### config.mk
export PLATFORM = sky130hd
export DESIGN_NAME = display_top
export DESIGN_NICKNAME = d
export VERILOG_FILES = /design/src/hdl/seg7_pkg.sv /design/src/hdl/bcd_seg_decoder.sv /design/src/hdl/bin_to_bcd.sv /design/src/hdl/display_ctrl.sv /design/src/hdl/display_top.sv
export SDC_FILE = /design/constraint.sdc
export NUM_CORES = 1
export LEC_CHECK = 0
export ABC_AREA = 1
export BUFFER_PORTS_ARGS = -buffer_cell sky130_fd_sc_hd__buf_2
export CORE_UTILIZATION = 46
export CTS_CLUSTER_DIAMETER = 50
export DETAILED_ROUTE_END_ITERATION = 7
export HOLD_SLACK_MARGIN = 0.1
export PLACE_DENSITY = 0.65
export SYNTH_ARGS = -nofsm -noshare
export SYNTH_HDL_FRONTEND = slang
export SYNTH_SLANG_ARGS = --single-unit
### constraint.sdc
create_clock -name clk -period 1.8 [get_ports clk]
set_clock_uncertainty 0.1 [all_clocks]
set_input_delay 0.54 -clock clk [delete_from_list [all_inputs] [get_ports clk]]
set_output_delay 0.54 -clock clk [all_outputs]
set_load 0.02 [all_outputs]
### src/hdl/seg7_pkg.sv
// Shared widths, limits and encodings for the four-digit seven-segment display
// The digit count is fixed by the ripple-blanking wiring in the top level
// Values above MAX_VALUE must be saturated before they reach the converter
package seg7_pkg;

	// Number of display digits, most significant is digit 3
	localparam int unsigned NUM_DIGITS = 4;

	// Bits in one BCD digit
	localparam int unsigned DIGIT_W = 4;

	// Width of the binary value offered by the host
	localparam int unsigned VALUE_W = 14;

	// Width of the packed BCD word holding all digits
	localparam int unsigned BCD_W = NUM_DIGITS * DIGIT_W;

	// Segments per digit, bit 6 is segment a and bit 0 is segment g
	localparam int unsigned SEG_W = 7;

	// Width of the converter's iteration counter
	localparam int unsigned ITER_W = $clog2(VALUE_W);

	// Count value of the final shift-and-add iteration
	localparam logic [ITER_W-1:0] LAST_ITER = ITER_W'(VALUE_W - 1);

	// Largest value four decimal digits can show
	localparam logic [VALUE_W-1:0] MAX_VALUE = VALUE_W'(9999);

	// Handshake controller state encodings
	localparam logic [1:0] ST_IDLE = 2'd0;
	// Waiting for the converter to finish
	localparam logic [1:0] ST_CONVERT = 2'd1;
	// ack high until the host drops req
	localparam logic [1:0] ST_ACK = 2'd2;
	// One more cycle of ack before returning to idle
	localparam logic [1:0] ST_RELEASE = 2'd3;

	// The BCD word is shifted as one raw vector in the converter
	// and split into single digits for the decoders
	// digit[0] is the least significant digit
	typedef union packed {
		logic [BCD_W-1:0] raw;
		logic [NUM_DIGITS-1:0][DIGIT_W-1:0] digit;
	} bcd_word_u;

endpackage
### src/hdl/bcd_seg_decoder.sv
// One BCD digit to active-low seven segments, after the TTL decoder chip
// Codes 10 to 14 show the chip's odd glyphs and code 15 is dark
// Purely combinational, the blanking input and output are separate wires
`timescale 1ns/1ps

module bcd_seg_decoder (
	input  logic [3:0]                 digit,
	input  logic                       lamp_test,
	input  logic                       rb_in_n,
	output logic                       rb_out_n,
	output logic [seg7_pkg::SEG_W-1:0] seg
);

	// High when this digit is a suppressed leading zero
	logic blank;

	// Segment pattern of the digit before lamp test and blanking
	logic [seg7_pkg::SEG_W-1:0] glyph;

	// A zero is only dark when every digit above it was dark as well,
	// and lamp test always wins over blanking
	assign blank = !lamp_test && !rb_in_n && (digit == 4'd0);

	// Tells the next lower digit that everything up to here was dark
	assign rb_out_n = !blank;

	// Decoding table of the chip, a low bit lights the segment
	// Order of the bits is a b c d e f g
	always_comb begin
		case (digit)
			4'd0:  glyph = 7'b0000001;
			4'd1:  glyph = 7'b1001111;
			4'd2:  glyph = 7'b0010010;
			4'd3:  glyph = 7'b0000110;
			4'd4:  glyph = 7'b1001100;
			4'd5:  glyph = 7'b0100100;
			// The chip draws six without the top bar
			4'd6:  glyph = 7'b1100000;
			4'd7:  glyph = 7'b0001111;
			4'd8:  glyph = 7'b0000000;
			// and nine without the bottom bar
			4'd9:  glyph = 7'b0001100;
			// Codes above nine give partial shapes of the chip
			4'd10: glyph = 7'b1110010;
			4'd11: glyph = 7'b1100110;
			4'd12: glyph = 7'b1011100;
			4'd13: glyph = 7'b0110100;
			4'd14: glyph = 7'b1110000;
			// Code 15 turns the digit off
			default: glyph = 7'b1111111;
		endcase
	end

	// Lamp test first, then ripple blanking, then the decoded digit
	always_comb begin
		if (lamp_test) begin
			seg = '0;
		end else if (blank) begin
			seg = '1;
		end else begin
			seg = glyph;
		end
	end

endmodule

### src/hdl/bin_to_bcd.sv
// Sequential shift-and-add-three converter, one load cycle plus VALUE_W shifts
// The input must not exceed MAX_VALUE, a carry out of the top digit is lost
// A start that arrives while busy is ignored
`timescale 1ns/1ps

module bin_to_bcd (
	input  logic                         clk,
	input  logic                         arst_n,
	input  logic                         start,
	input  logic [seg7_pkg::VALUE_W-1:0] bin,
	output seg7_pkg::bcd_word_u          bcd,
	output logic                         done,
	output logic                         busy
);

	// Accumulating BCD digits, filled from the bottom as bits shift in
	seg7_pkg::bcd_word_u acc;

	// Accumulator after the add-three correction of this iteration
	seg7_pkg::bcd_word_u adj;

	// Binary bits still to be shifted into the accumulator, MSB first
	logic [seg7_pkg::VALUE_W-1:0] sr;

	// Counts the shift iterations of one conversion
	logic [seg7_pkg::ITER_W-1:0] iter;

	// A new conversion is only taken when the previous one has finished
	logic load;

	assign load = start && !busy;

	// Any digit of five or more gets three added so that the following
	// left shift carries correctly into the next decimal digit
	always_comb begin
		adj = acc;
		for (int i = 0; i < seg7_pkg::NUM_DIGITS; i++) begin
			if (acc.digit[i] >= 4'd5) begin
				adj.digit[i] = acc.digit[i] + 4'd3;
			end
		end
	end

	// Iteration control
	always_ff @(posedge clk or negedge arst_n) begin
		if (!arst_n) begin
			busy <= 1'b0;
			iter <= '0;
			done <= 1'b0;
		end else begin
			// done lasts a single cycle
			done <= 1'b0;
			if (load) begin
				busy <= 1'b1;
				iter <= '0;
			end else if (busy) begin
				iter <= iter + 1'b1;
				// The last shift lands together with done
				if (iter == seg7_pkg::LAST_ITER) begin
					busy <= 1'b0;
					done <= 1'b1;
				end
			end
		end
	end

	// Datapath of the converter
	always_ff @(posedge clk) begin
		if (load) begin
			acc.raw <= '0;
			sr      <= bin;
		end else if (busy) begin
			// Corrected digits move up one bit and take the next binary bit
			acc.raw <= {adj.raw[seg7_pkg::BCD_W-2:0], sr[seg7_pkg::VALUE_W-1]};
			sr      <= {sr[seg7_pkg::VALUE_W-2:0], 1'b0};
		end
	end

	// Valid in the done cycle and held until the next load
	assign bcd = acc;

endmodule

### src/hdl/display_ctrl.sv
// Four-phase req/ack handshake in front of the BCD converter and display register
// The host holds value stable while req is high and raises req again only after ack falls
// Values above MAX_VALUE are shown as MAX_VALUE with overflow set
`timescale 1ns/1ps

module display_ctrl (
	input  logic                         clk,
	input  logic                         arst_n,
	input  logic                         req,
	input  logic [seg7_pkg::VALUE_W-1:0] value,
	output logic                         ack,
	output logic                         conv_start,
	output logic [seg7_pkg::VALUE_W-1:0] conv_bin,
	input  logic                         conv_done,
	input  seg7_pkg::bcd_word_u          conv_bcd,
	output seg7_pkg::bcd_word_u          bcd_disp,
	output logic                         overflow
);

	// Handshake FSM state
	logic [1:0] state;

	// A new value is taken when the FSM is idle and the host requests
	logic accept;

	// Host value is out of display range
	logic too_big;

	// Delays the start pulse by one cycle behind the latch
	logic launch;

	// Overflow of the value that is being converted right now
	logic ovf_pend;

	assign accept  = (state == seg7_pkg::ST_IDLE) && req;
	assign too_big = value > seg7_pkg::MAX_VALUE;

	always_ff @(posedge clk or negedge arst_n) begin
		if (!arst_n) begin
			state      <= seg7_pkg::ST_IDLE;
			launch     <= 1'b0;
			conv_start <= 1'b0;
			ack        <= 1'b0;
			overflow   <= 1'b0;
			bcd_disp   <= '0;
		end else begin
			// The latch happens on the accept edge and start follows one cycle later
			launch     <= accept;
			conv_start <= launch;

			case (state)
				seg7_pkg::ST_IDLE: begin
					if (req) begin
						state <= seg7_pkg::ST_CONVERT;
					end
				end
				seg7_pkg::ST_CONVERT: begin
					// Digits and flag are committed together so they always
					// describe the same host value
					if (conv_done) begin
						bcd_disp <= conv_bcd;
						overflow <= ovf_pend;
						ack      <= 1'b1;
						state    <= seg7_pkg::ST_ACK;
					end
				end
				seg7_pkg::ST_ACK: begin
					// ack holds while the host keeps req high
					if (!req) begin
						state <= seg7_pkg::ST_RELEASE;
					end
				end
				seg7_pkg::ST_RELEASE: begin
					// ack drops one cycle after req was seen low
					ack   <= 1'b0;
					state <= seg7_pkg::ST_IDLE;
				end
				default: begin
					ack   <= 1'b0;
					state <= seg7_pkg::ST_IDLE;
				end
			endcase
		end
	end

	// Saturated value and its overflow flag, captured once per transfer
	always_ff @(posedge clk) begin
		if (accept) begin
			conv_bin <= too_big ? seg7_pkg::MAX_VALUE : value;
			ovf_pend <= too_big;
		end
	end

endmodule

### src/hdl/display_top.sv
// Binary value to four seven-segment digits with leading-zero suppression
// Latency from the req sample to ack high is VALUE_W + 3 clock cycles
// lamp_test and zero_blank act on the segments at once, without a clock
`timescale 1ns/1ps

module display_top (
	input  logic                         clk,
	input  logic                         arst_n,
	input  logic                         req,
	input  logic [seg7_pkg::VALUE_W-1:0] value,
	input  logic                         lamp_test,
	input  logic                         zero_blank,
	output logic                         ack,
	output logic                         overflow,
	output logic [seg7_pkg::SEG_W-1:0]   seg0,
	output logic [seg7_pkg::SEG_W-1:0]   seg1,
	output logic [seg7_pkg::SEG_W-1:0]   seg2,
	output logic [seg7_pkg::SEG_W-1:0]   seg3
);

	// Controller to converter
	logic                         conv_start;
	logic                         conv_done;
	logic [seg7_pkg::VALUE_W-1:0] conv_bin;
	seg7_pkg::bcd_word_u          conv_bcd;

	// Stored digits shown on the display
	seg7_pkg::bcd_word_u bcd_disp;

	// Ripple-blanking chain, running from digit 3 down to digit 1
	logic rb3_n;
	logic rb2_n;
	logic rb1_n;

	// Leading zeros are only suppressed when zero_blank asks for it
	assign rb3_n = ~zero_blank;

	display_ctrl u_ctrl (
		.clk        (clk),
		.arst_n     (arst_n),
		.req        (req),
		.value      (value),
		.ack        (ack),
		.conv_start (conv_start),
		.conv_bin   (conv_bin),
		.conv_done  (conv_done),
		.conv_bcd   (conv_bcd),
		.bcd_disp   (bcd_disp),
		.overflow   (overflow)
	);

	bin_to_bcd u_conv (
		.clk    (clk),
		.arst_n (arst_n),
		.start  (conv_start),
		.bin    (conv_bin),
		.bcd    (conv_bcd),
		.done   (conv_done),
		.busy   ()
	);

	bcd_seg_decoder u_dec3 (
		.digit     (bcd_disp.digit[3]),
		.lamp_test (lamp_test),
		.rb_in_n   (rb3_n),
		.rb_out_n  (rb2_n),
		.seg       (seg3)
	);

	bcd_seg_decoder u_dec2 (
		.digit     (bcd_disp.digit[2]),
		.lamp_test (lamp_test),
		.rb_in_n   (rb2_n),
		.rb_out_n  (rb1_n),
		.seg       (seg2)
	);

	// Digit 1's blanking output goes nowhere since digit 0 never blanks
	bcd_seg_decoder u_dec1 (
		.digit     (bcd_disp.digit[1]),
		.lamp_test (lamp_test),
		.rb_in_n   (rb1_n),
		.rb_out_n  (),
		.seg       (seg1)
	);

	// Tied high so that a value of zero still shows a single 0
	bcd_seg_decoder u_dec0 (
		.digit     (bcd_disp.digit[0]),
		.lamp_test (lamp_test),
		.rb_in_n   (1'b1),
		.rb_out_n  (),
		.seg       (seg0)
	);

endmodule

# --- Word-level counts from Yosys, hierarchy flattened ---
# Memory sizes are Yosys's and may differ from the RTL's.
# Cells that the tools add are included.
totals:
  rom_bits: 448
  reg_bits: 73
  mem_count: 4
  output_inout_bits: 30
op_classes:
  magnitude_cmp: 5
  n_addsub: 5
  reduce_logical: 19
  mux: 27
  n_eq_ne: 7
mem_list:
  columns: ["name", "depth", "width", "rd", "rd_clocked_by_memory_dff", "write_ports", "line_no", "rtl"]
  rows:
  - ["(name not given)", 16, 7, 1, 0, 0, "bcd_seg_decoder.sv:30", "case (digit)"]
  - ["(name not given)", 16, 7, 1, 0, 0, "bcd_seg_decoder.sv:30", null]
  - ["(name not given)", 16, 7, 1, 0, 0, "bcd_seg_decoder.sv:30", null]
  - ["(name not given)", 16, 7, 1, 0, 0, "bcd_seg_decoder.sv:30", null]
ops:
  columns: ["cell", "count"]
  rows:
  - ["two-way mux 7 bit", 7]
  - ["two-way mux 14 bit", 2]
  - ["two-way mux 4 bit", 5]
  - ["greater-or-equal comparator 4 x 3 -> 1 bit (second input constant)", 4]
  - ["> comparator 14 bit (second input constant)", 1]
  - ["adder 4 x 2 -> 4 bit (second input constant)", 3]
  - ["zero test 4 bit", 3]
  - ["logical AND 1 bit", 8]
  - ["one-hot mux 2 bit (4 select lines)", 1]
  - ["two-way mux 1 bit", 7]
  - ["two-way mux 2 bit", 3]
  - ["adder 4 x 1 -> 4 bit (second input constant)", 1]
  - ["equality test 2 bit (second input constant)", 2]
  - ["equality test 4 bit (second input constant)", 1]
  - ["!= test 2 bit (second input constant)", 2]
  - ["AND reduction 2 bit", 2]
  - ["nonzero test 2 bit", 2]
  - ["adder 3 x 2 -> 3 bit (second input constant)", 1]
  - ["two-way mux 3 bit", 1]
  - ["AND reduction 3 bit", 1]
  - ["equality test 2 x 1 -> 1 bit (second input constant)", 1]
  - ["zero test 1 bit", 2]
  - ["zero test 2 bit", 1]
  - ["!= test 2 x 1 -> 1 bit (second input constant)", 1]
  - ["one-hot mux 1 bit (2 select lines)", 1]

# --- Logic depth before layout (Yosys ltp) ---
# Gate-level depths: netlist (run 1).
logic_depth:
  depth_word: 9
  ltp_mapped: 9
  ltp_nobuf: 9

# --- By module ---
# Synthesis (run 1) repeated with hierarchy kept, for this count alone.
hier_totals:
  cells_unflattened: 583
  hier_area_um2: 4520.6
by_module_without_submodules:
  columns: ["module", "n_inst", "cells_each", "area_each_um2", "seq_area_each_um2"]
  rows:
  - ["bin_to_bcd", 1, 225, 1784.2, 890.9]
  - ["display_ctrl", 1, 152, 1517.7, 1001.0]
  - ["bcd_seg_decoder (u_dec0 ...)", 3, 52, 305.3, 0.0]
  - ["bcd_seg_decoder (u_dec2)", 1, 48, 295.3, 0.0]
  - ["display_top", 1, 2, 7.5, 0.0]

# --- Least setup slack after synthesis (run 1) ---
# OpenSTA, ideal clock, no wires.
synth_timing:
  path_kind: "flip-flop to output port"
  start: "register u_ctrl.bcd_disp[13] (netlist name)"
  end: "output port seg2[4] (netlist name)"
  t_required_ps: 1160
  slack_ps: -270
  path_buffers: 0
  path_stages_with_launch: 7
  arrival_ps: 1430
  cell_sequence: "dfrtp_1 > inv_1 > ha_1 > nand3_4 > nor2_8 > nand2_2 > a21oi_1"
synth_via:
  elab_chain_len: 6
synth_lines:
  columns: ["element", "line_no", "rtl"]
  rows:
  - ["from (decl)", "display_ctrl.sv:16", "output seg7_pkg::bcd_word_u bcd_disp,"]
  - ["from (signal assigned)", "display_ctrl.sv:61", "bcd_disp <= conv_bcd;"]
  - ["zero test 4 bit", "bcd_seg_decoder.sv:22", "assign blank = !lamp_test && !rb_in_n && (digit == 4'd0);"]
  - ["logical AND 1 bit (3 in series)", "bcd_seg_decoder.sv:22", null]
  - ["two-way mux 7 bit", "bcd_seg_decoder.sv:58", "end else if (blank) begin"]
  - ["two-way mux 7 bit", "bcd_seg_decoder.sv:56", "if (lamp_test) begin"]
  - ["to (decl)", "display_top.sv:17", "output logic [seg7_pkg::SEG_W-1:0] seg2,"]
# Every way passes these cells.

# --- Worst setup path after layout (run 1) ---
layout_timing:
  start: "register u_ctrl.bcd_disp[12] (netlist name)"
  end: "output port seg1[3] (netlist name)"
layout_via:
  elab_chain_len: 8
layout_lines:
  columns: ["element", "line_no", "rtl"]
  rows:
  - ["zero test 4 bit", "bcd_seg_decoder.sv:22", null]
  - ["logical AND 1 bit (5 in series)", "bcd_seg_decoder.sv:22", null]
  - ["two-way mux 7 bit", "bcd_seg_decoder.sv:58", null]
  - ["two-way mux 7 bit", "bcd_seg_decoder.sv:56", null]
  - ["to (decl)", "display_top.sv:16", "output logic [seg7_pkg::SEG_W-1:0] seg1,"]
# Every way passes these cells.

==> out/results.ini, run 1 <==
[timing]
timing.final.ws_setup_ps=-556
rsz0062_at_grt=yes
relSlewSlack=0.573
tns_ps=-12050
finalHoldViolations=0
final-max-slew-violation-count=0
period_needed_ps=2360
tightest_slew_ps=641
fmax_mhz=424
finalSetupViolations=28
fin_crit_sh=1.31
hold_ws_ps=125

[yosys]
yosys.area.top_type=edfxtp_1
yosys_warnings=0
syn_area_um2=4290
syn_inst=536
yosysSeqAreaShare=0.441
ys.flop_type=edfxtp_1
yosysTopAreaCellShare=0.203
syn_nets=590
synth_edf_count=29
async_flop_share=0.384
postSynthAreaPerCell_um2=8.01
ys_top_cells_by_area=edfxtp_1 (20%), dfrtp_1 (16%), nand2_1 (16%)
yosysUniqueCellTypes=35
ys_ff_latch=73

[cells_and_area]
num_antenna_cells=0
syn_to_final_growth_pct=34.4
num-nets-final=685
nFillCells=722
instances_no_fill=744
drive_above_1_share=0.329
multiInputGateArea_um2=2480
final_area_um2=5770
seq_area_um2=1900

[cts]
clock-sinks=73
clk_latency_ps=340
htree_levels=3
cts_tree=built
cts_root_buf=clkbuf_8
clk_pin_slew_ps=70
cts_buffers=9
clk_path_buf_depth=2

[place]
io_buffers=48
hpwlAfterDp_um=5940
dpl.cell_count=723
placed_area_um2=5140
gp_congestion=0.827

[drt]
routed_via_density=4.86
wl_per_cell_um=11.3
drt-total-wl_um=8380
drtAntennaViolNets=0
drt_iter0_markers=233
firstDrtPassIters=4
drcViolationCount=0
vias=3615

[floorplan]
io_pins=49
dieArea_um2=9720
core_um2=8890
initial_core_util=0.483
dieHeight_um=98.6
rows=34
fp.dieW_um=98.6

[critical_path]
arrival_ps=1720
reg2reg_slack_ps=350
cp.required_ps=1160
crit_fanout=7
cp-end-kind=output pin
r2r_cells=5
crit_type=flop to output pin
startpoint_type=flop

[global_routing]
grt_pass1_vias=3365
grt_max_degree=29
grt_pass1_wl_um=14300
grt_usage=0.182
grt-ovfl-total=0
antenna_found_initial=0

[pwr]
leakagePower_nw=2.72
irDropWorstVdd_mv=0.562
power.density_nw_per_um2=1710
power.total_mw=9.88

[run_status]
run_status=complete, but fails checks
violations=negative setup slack

[min_path]
hp-class=primary input to asynchronous set/reset pin

[run]
maxCapViolations=0

[through the flow]
stage               utilization  worst slack (ps)
floorplan                     -              -189
global placement          0.578              -326
detailed placement        0.578              -347
CTS                       0.634              -590
global route              0.649              -643
finish                    0.649              -556
[final timing paths]
path | from | to
worst max-delay path | u_ctrl.bcd_disp[12] | seg1[3]
worst min-delay path | arst_n | u_ctrl.state[1]
worst max register to register | u_ctrl.state[0] | u_ctrl.conv_bin[7]
worst min register to register | u_ctrl.launch | u_ctrl.conv_start
max in group asynchronous | arst_n | u_ctrl.bcd_disp[3]
min in group clk | u_ctrl.launch | u_ctrl.conv_start
[synth_stat cells, types with 2 or more instances]
master / number
nand2_1: 183
inv_1: 55
nand3_1: 43
o21ai_0: 39
ha_1: 35
nor2_1: 31
edfxtp_1: 29
dfrtp_1: 28
a21oi_1: 18
dfxtp_1: 16
a21oi_2: 7
buf_2: 7
inv_2: 6
buf_6: 5
nand2_2: 4
a211oi_1: 3
clkbuf_1: 3
o211ai_1: 3
inv_4: 2
mux2i_1: 2
nand3_4: 2
or2_0: 2
[routing by layer]
layer | wire length (um) | track usage | up-vias
met5 | 0 | 0 | -
met4 | 97 | 0.0677 | 0
met3 | 220 | 0.0234 | 11
met2 | 4230 | 0.335 | 73
met1 | 3840 | 0.216 | 1619
li1 | - | - | 1912
[layout make-up]
cell class / instances / area share
Multi-Input combinational cell: 381 / 0.430
Inverter: 66 / 0.0497
Sequential cell: 73 / 0.329
Clock buffer: 12 / 0.0234
Tap cell: 108 / 0.0234
Timing Repair Buffer: 100 / 0.142
Clock inverter: 4 / 0.00347
[cells in the final DEF, fill, tap and decap left out, types with 11 or more instances in the layout]
cell	count
o21ai_0	31
a21oi_4	19
ha_1	23
buf_2	23
nor2_1	24
edfxtp_1	29
inv_2	15
dfxtp_1	16
inv_1	45
dfrtp_1	25
buf_6	30
buf_4	46
nand2_2	11
ha_4	11
nand3_1	39
nand2_1	174
[registers in the layout, summed over array words and instances, names as in the netlist, 2 cells and up]
signal           count
u_conv.iter          4
u_ctrl.state         2
u_ctrl.bcd_disp     16
u_conv.bcd          16
u_conv.sr           14
u_ctrl.conv_bin     14
[where the power goes]
part	internal [mW]	switching [mW]
clock network	0.492	0.558
logic	2.63	3.28
registers	2.47	0.443
[repair_timing]
item / CTS / global route
gates resized for setup: 93 / 35
setup endpoints to repair: 28 / 29
setup buffers: 3 / 2
hold buffers: 0 / 0
pin swaps: 24 / 17
[critical path: stages (launching register included)]
cell and delay [ps]:
dfrtp_1 390, inv_2 90, ha_4 150, nand3_4 100
nor2_8 130, nand3_4 200, a21oi_4 190, buf_6 130
[cell families after synthesis]
family	count (synthesis)	share of synthesized area
AO/OA/AOI/OAI	73	0.0959
adder cells (fa/ha/maj)	35	0.102
buffers and inverters	82	0.0886
flip-flops	73	0.441
multiplexers	2	0.00466
AND/OR/NAND/NOR	271	0.268
(Power assumes the default switching activity.)
==> run 2: changes to the inputs <==
==> constraint.sdc (replaced) <==
create_clock -name clk -period 1.8 [get_ports clk]
set_clock_uncertainty 0.1 [all_clocks]
set_input_delay 0.27 -clock clk [delete_from_list [all_inputs] [get_ports clk]]
set_output_delay 0.27 -clock clk [all_outputs]
set_load 0.02 [all_outputs]
==> run 2 against run 1 <==
The flow still finishes with violations (negative setup slack). First-iteration DRC count decreased by 21%. Non-clock buffer count decreased by 16. Core utilization is 5.0 points lower. Die area is the same. Via count decreased by 2.5%. Power shrank 8.2%. Sequential share of layout area grew 2.7 points. Cell count shrank 2.2%. Global-route usage shrank 0.64 points. Clock power is 30% higher. Fmax is 18% higher. Design area is 7.7% lower. Largest cell class unchanged. Largest power group unchanged.
==> out/results.ini, run 2 (same netlist as run 1, synthesis figures left out) <==
[run_status]
run_status=complete, but fails checks
violations=negative setup slack

[cells_and_area]
syn_to_final_growth_pct=24.1
num-nets-final=669
finish.utilization=0.599
instances_no_fill=728
num_antenna_cells=0
layout_commonest_cell=nand2_1
layout_common_cells=nand2_1 (180), inv_1 (46), nand3_1 (41), buf_4 (41), o21ai_0 (32)
drive_above_1_share=0.248

[global_routing]
grt_pass1_vias=3284
grt_pass1_wl_um=13900
antenna_found_initial=0
grt_max_degree=29
grt_usage=0.175
grt-ovfl-total=0

[timing]
tns_ps=-3620
rsz0062_at_grt=yes
tightest_slew_ps=640
period_needed_ps=2010
fin_crit_sh=1.11
fmax_mhz=499
finalHoldViolations=0
finalSetupViolations=28
timing.final.ws_setup_ps=-205
final-max-slew-violation-count=0
relSlewSlack=0.573

[critical_path]
crit_fanout=7
cp.required_ps=1430
startpoint_type=flop
cp-end-kind=output pin
r2r_cells=6
arrival_ps=1640
crit_type=flop to output pin
max_stage_delay_ps=430
crit_chain=inv_2, ha_4, nand3_4, inv_2, nand3_4, a21oi_2, buf_6
startpoint=u_ctrl.bcd_disp[8]
timing.rr.start=u_ctrl.state[1]
cp_slowest_cell=dfrtp_1

[floorplan]
core_um2=8890
dieArea_um2=9720
rows=34
initial_core_util=0.483
io_pins=49
fp.dieW_um=98.6
dieHeight_um=98.6

[cts]
clk_pin_slew_ps=80
htree_levels=3
cts_buffers=9
clock-sinks=73
cts_tree=built
cts_root_buf=clkbuf_8
clk_latency_ps=340
clk_path_buf_depth=2

[min_path]
hp-class=primary input to flop
hp-start=value[4]
hold_path_depth=3

[place]
dpl.cell_count=692
pre_cts_ws_ps=21.0
hpwlAfterDp_um=5530
gp_congestion=0.830
io_buffers=48

[drt]
drt_iter0_markers=183
wl_per_cell_um=10.9
firstDrtPassIters=4
drt-total-wl_um=7930
drcViolationCount=0
routed_via_density=4.84
vias=3523
drtAntennaViolNets=0

[pwr]
power.density_nw_per_um2=1700
leakagePower_nw=2.58
irDropWorstVdd_mv=0.595
power.total_mw=9.07

[run]
maxCapViolations=0

-- run 2: power by group --
group,leakage [nW],internal (mW),switching [mW]
clock network,0.104,0.766,0.590
logic,1.69,2.00,2.75
registers,0.787,2.47,0.497
-- run 2: per-stage QoR --
| step | cell area [um^2] | hold WS [ps] |
|---|---|---|
| after floorplan | 4290 | -126 |
| after global placement | 4680 | 232 |
| after detailed placement | 4680 | 235 |
| after CTS | 5180 | 127 |
| after global routing | 5330 | 137 |
| final | 5330 | 140 |
-- run 2: timing repair --
action / CTS / global route
pin swaps: 11 / 20
resized for setup: 48 / 38
endpoints found under the hold margin: 36 / 0
hold buffers: 9 / 0
buffers inserted: 9 / 2
cloned: 0 / 0
endpoints found under the setup margin: 26 / 28
-- run 2: final timing paths --
| kind | endpoint | slack, ps |
|---|---|---|
| min in group asynchronous | u_ctrl.state[1] | 390 |
| worst min-delay path | u_ctrl.conv_bin[4] | 140 |
| worst min register to register | u_ctrl.conv_start | 250 |
| max in group asynchronous | u_ctrl.bcd_disp[14] | 750 |
| worst max-delay path | seg1[3] | -210 |
| worst max register to register | u_ctrl.ack | 250 |
-- run 2: worst max-delay path, delay by kind of cell, from the launching register on --
kind | cells | cell delay [ps]
buffers and inverters | 3 | 320
adder cells (fa/ha/maj) | 1 | 150
AO/OA/AOI/OAI | 1 | 180
flip-flops | 1 | 430
AND/OR/NAND/NOR | 2 | 220
-- run 2: metal layers --
layer / track usage / part of all wire / vias up
met1: 0.206 / 0.47 / 1563
li1: - / - / 1880
met5: 0 / 0 / -
met2: 0.323 / 0.49 / 71
met3: 0.0262 / 0.026 / 9
met4: 0.0666 / 0.013 / 0
-- run 2: final cells by class --
| type | instances | area (um^2) |
|---|---|---|
| clock buffer | 9 | 124 |
| clock inverter | 7 | 85.1 |
| fill | 799 | 3560 |
| inverter | 66 | 270 |
| multi-input combinational | 381 | 2200 |
| sequential | 73 | 1890 |
| tap | 108 | 135 |
| timing repair buffer | 84 | 618 |
==> run 3: changes to the inputs <==
Settings changed: TNS_END_PERCENT set to 20.
==> run 3 against run 2 <==
Clock-buffer cell count unchanged. First-iteration DRC count increased by 5.5%. Clock power about the same. Core utilization decreased by 1.6 points. Largest cell class unchanged. Hold slack about the same. Sequential cell count unchanged. Via count decreased by 1.3%. Sequential power about the same. Critical path depth unchanged. The run still ends with negative setup slack left. Die area unchanged.
==> out/results.ini, run 3 (same netlist as run 1, synthesis figures left out) <==
[floorplan]
dieHeight_um=98.6
core_um2=8890
initial_core_util=0.483
rows=34
fp.dieW_um=98.6
dieArea_um2=9720
io_pins=49

[drt]
drt-total-wl_um=7830
drt_iter0_markers=193
drcViolationCount=0
wl_per_cell_um=10.9
vias=3476
firstDrtPassIters=5
drtAntennaViolNets=0
routed_via_density=4.82

[critical_path]
timing.rr.start=u_ctrl.state[1]
reg2reg_slack_ps=260
arrival_ps=1640
r2r_cells=6
startpoint_type=flop
crit_type=flop to output pin
cp.required_ps=1430
timing.rr.end=u_ctrl.ack
cp-end-kind=output pin
crit_fanout=7

[cts]
cts_buffers=9
htree_levels=3
clk_latency_ps=340
clk_path_buf_depth=2
clock-sinks=73
clk_pin_slew_ps=80
cts_tree=built
cts_root_buf=clkbuf_8

[timing]
finalHoldViolations=0
tightest_slew_ps=637
final-max-slew-violation-count=0
relSlewSlack=0.575
rsz0062_at_grt=yes
period_needed_ps=2010
fin_crit_sh=1.12
timing.final.ws_setup_ps=-212
fmax_mhz=497
finalSetupViolations=25

[global_routing]
grt_usage=0.176
grt_max_degree=29
antenna_found_initial=0
grt-ovfl-total=0
grt_pass1_vias=3278
grt_pass1_wl_um=13900

[cells_and_area]
drive_above_1_share=0.219
final_area_um2=5180
layout_commonest_cell=nand2_1
layout_common_cells=nand2_1 (182), inv_1 (46), nand3_1 (42)
num-nets-final=662
instances_no_fill=721
syn_to_final_growth_pct=20.7
num_antenna_cells=0

[place]
gp_congestion=0.830
placed_area_um2=4680
io_buffers=48
pre_cts_ws_ps=21.0
hpwlAfterDp_um=5530
dpl.cell_count=692

[min_path]
hp-class=primary input to flop
hold_end=u_ctrl.conv_bin[4]
hold_path_depth=3
hp-start=value[4]

[pwr]
power.total_mw=8.81
power.density_nw_per_um2=1700
leakagePower_nw=2.55
irDropWorstVdd_mv=0.593

[run_status]
violations=negative setup slack
run_status=complete, but fails checks

[run]
maxCapViolations=0

run 3: changes by cell type in the layout (fill, tap and decap cells not counted), moves of 2 or more:
cell	delta
nand2_2	-3
ha_4	-3
nand2_1	+2
o21ai_0	+2
a21oi_1	+5
ha_1	+5
ha_2	-2
buf_6	-5
a21oi_2	-5
run 3: where the power goes:
| group | internal (mW) | switching, mW |
|---|---|---|
| logic | 1.84 | 2.66 |
| clock network | 0.766 | 0.592 |
| registers | 2.47 | 0.485 |
| total | 5.07 | 3.74 |
run 3: repair_timing:
action | CTS | global route
pin swaps | 8 | 10
endpoints found under the hold margin | 36 | 0
hold buffers | 9 | 0
gates resized for setup | 33 | 30
setup endpoints to repair | 26 | 28
buffers inserted | 4 | 0
run 3: worst max-delay path, cell delays in order, from the launching register on:
cell and delay [ps]:
dfrtp_1 390, inv_2 90, ha_4 150, nand3_4 100, nor2_8 120, nand3_4 140
a21oi_2 180, buf_6 130
run 3: metal layers:
layer / part of all wire / GRT usage / vias up / wire [um]
li1: - / - / 1868 / -
met1: 0.47 / 0.210 / 1528 / 3690
met2: 0.49 / 0.321 / 71 / 3830
met3: 0.027 / 0.0262 / 9 / 208
met4: 0.013 / 0.0666 / 0 / 101
met5: 0 / 0 / - / 0
run 3: per-stage QoR:
stage / hold WS [ps] / setup TNS [ps] / utilization
after floorplan: -126 / 0 / -
after global placement: 232 / 0 / 0.526
after detailed placement: 235 / 0 / 0.526
after CTS: 127 / -4360 / 0.573
after global routing: 137 / -6590 / 0.583
final: 139 / -3600 / 0.583
run 3: layout make-up:
cell class	instances	area [um^2]
inverter	66	270
clock inverter	7	85.1
timing repair buffer	77	549
multi-input combinational	381	2120
sequential	73	1890
tap	108	135
fill	823	3710
clock buffer	9	124
run 3: how the worst max path moves through the flow:
stage	slack, ps	startpoint	cells after the start	to
3_5_place_dp	20	u_ctrl.bcd_disp[12]	7	seg1[3]
5_1_grt	-320	u_ctrl.bcd_disp[4]	7	seg1[4]
4_1_cts	-250	u_ctrl.bcd_disp[12]	7	seg1[3]
2_1_floorplan	0.1	u_ctrl.bcd_disp[13]	6	seg2[4]
3_3_place_gp	100	u_ctrl.bcd_disp[12]	9	seg2[1]
6_report	-210	u_ctrl.bcd_disp[12]	7	seg1[4]
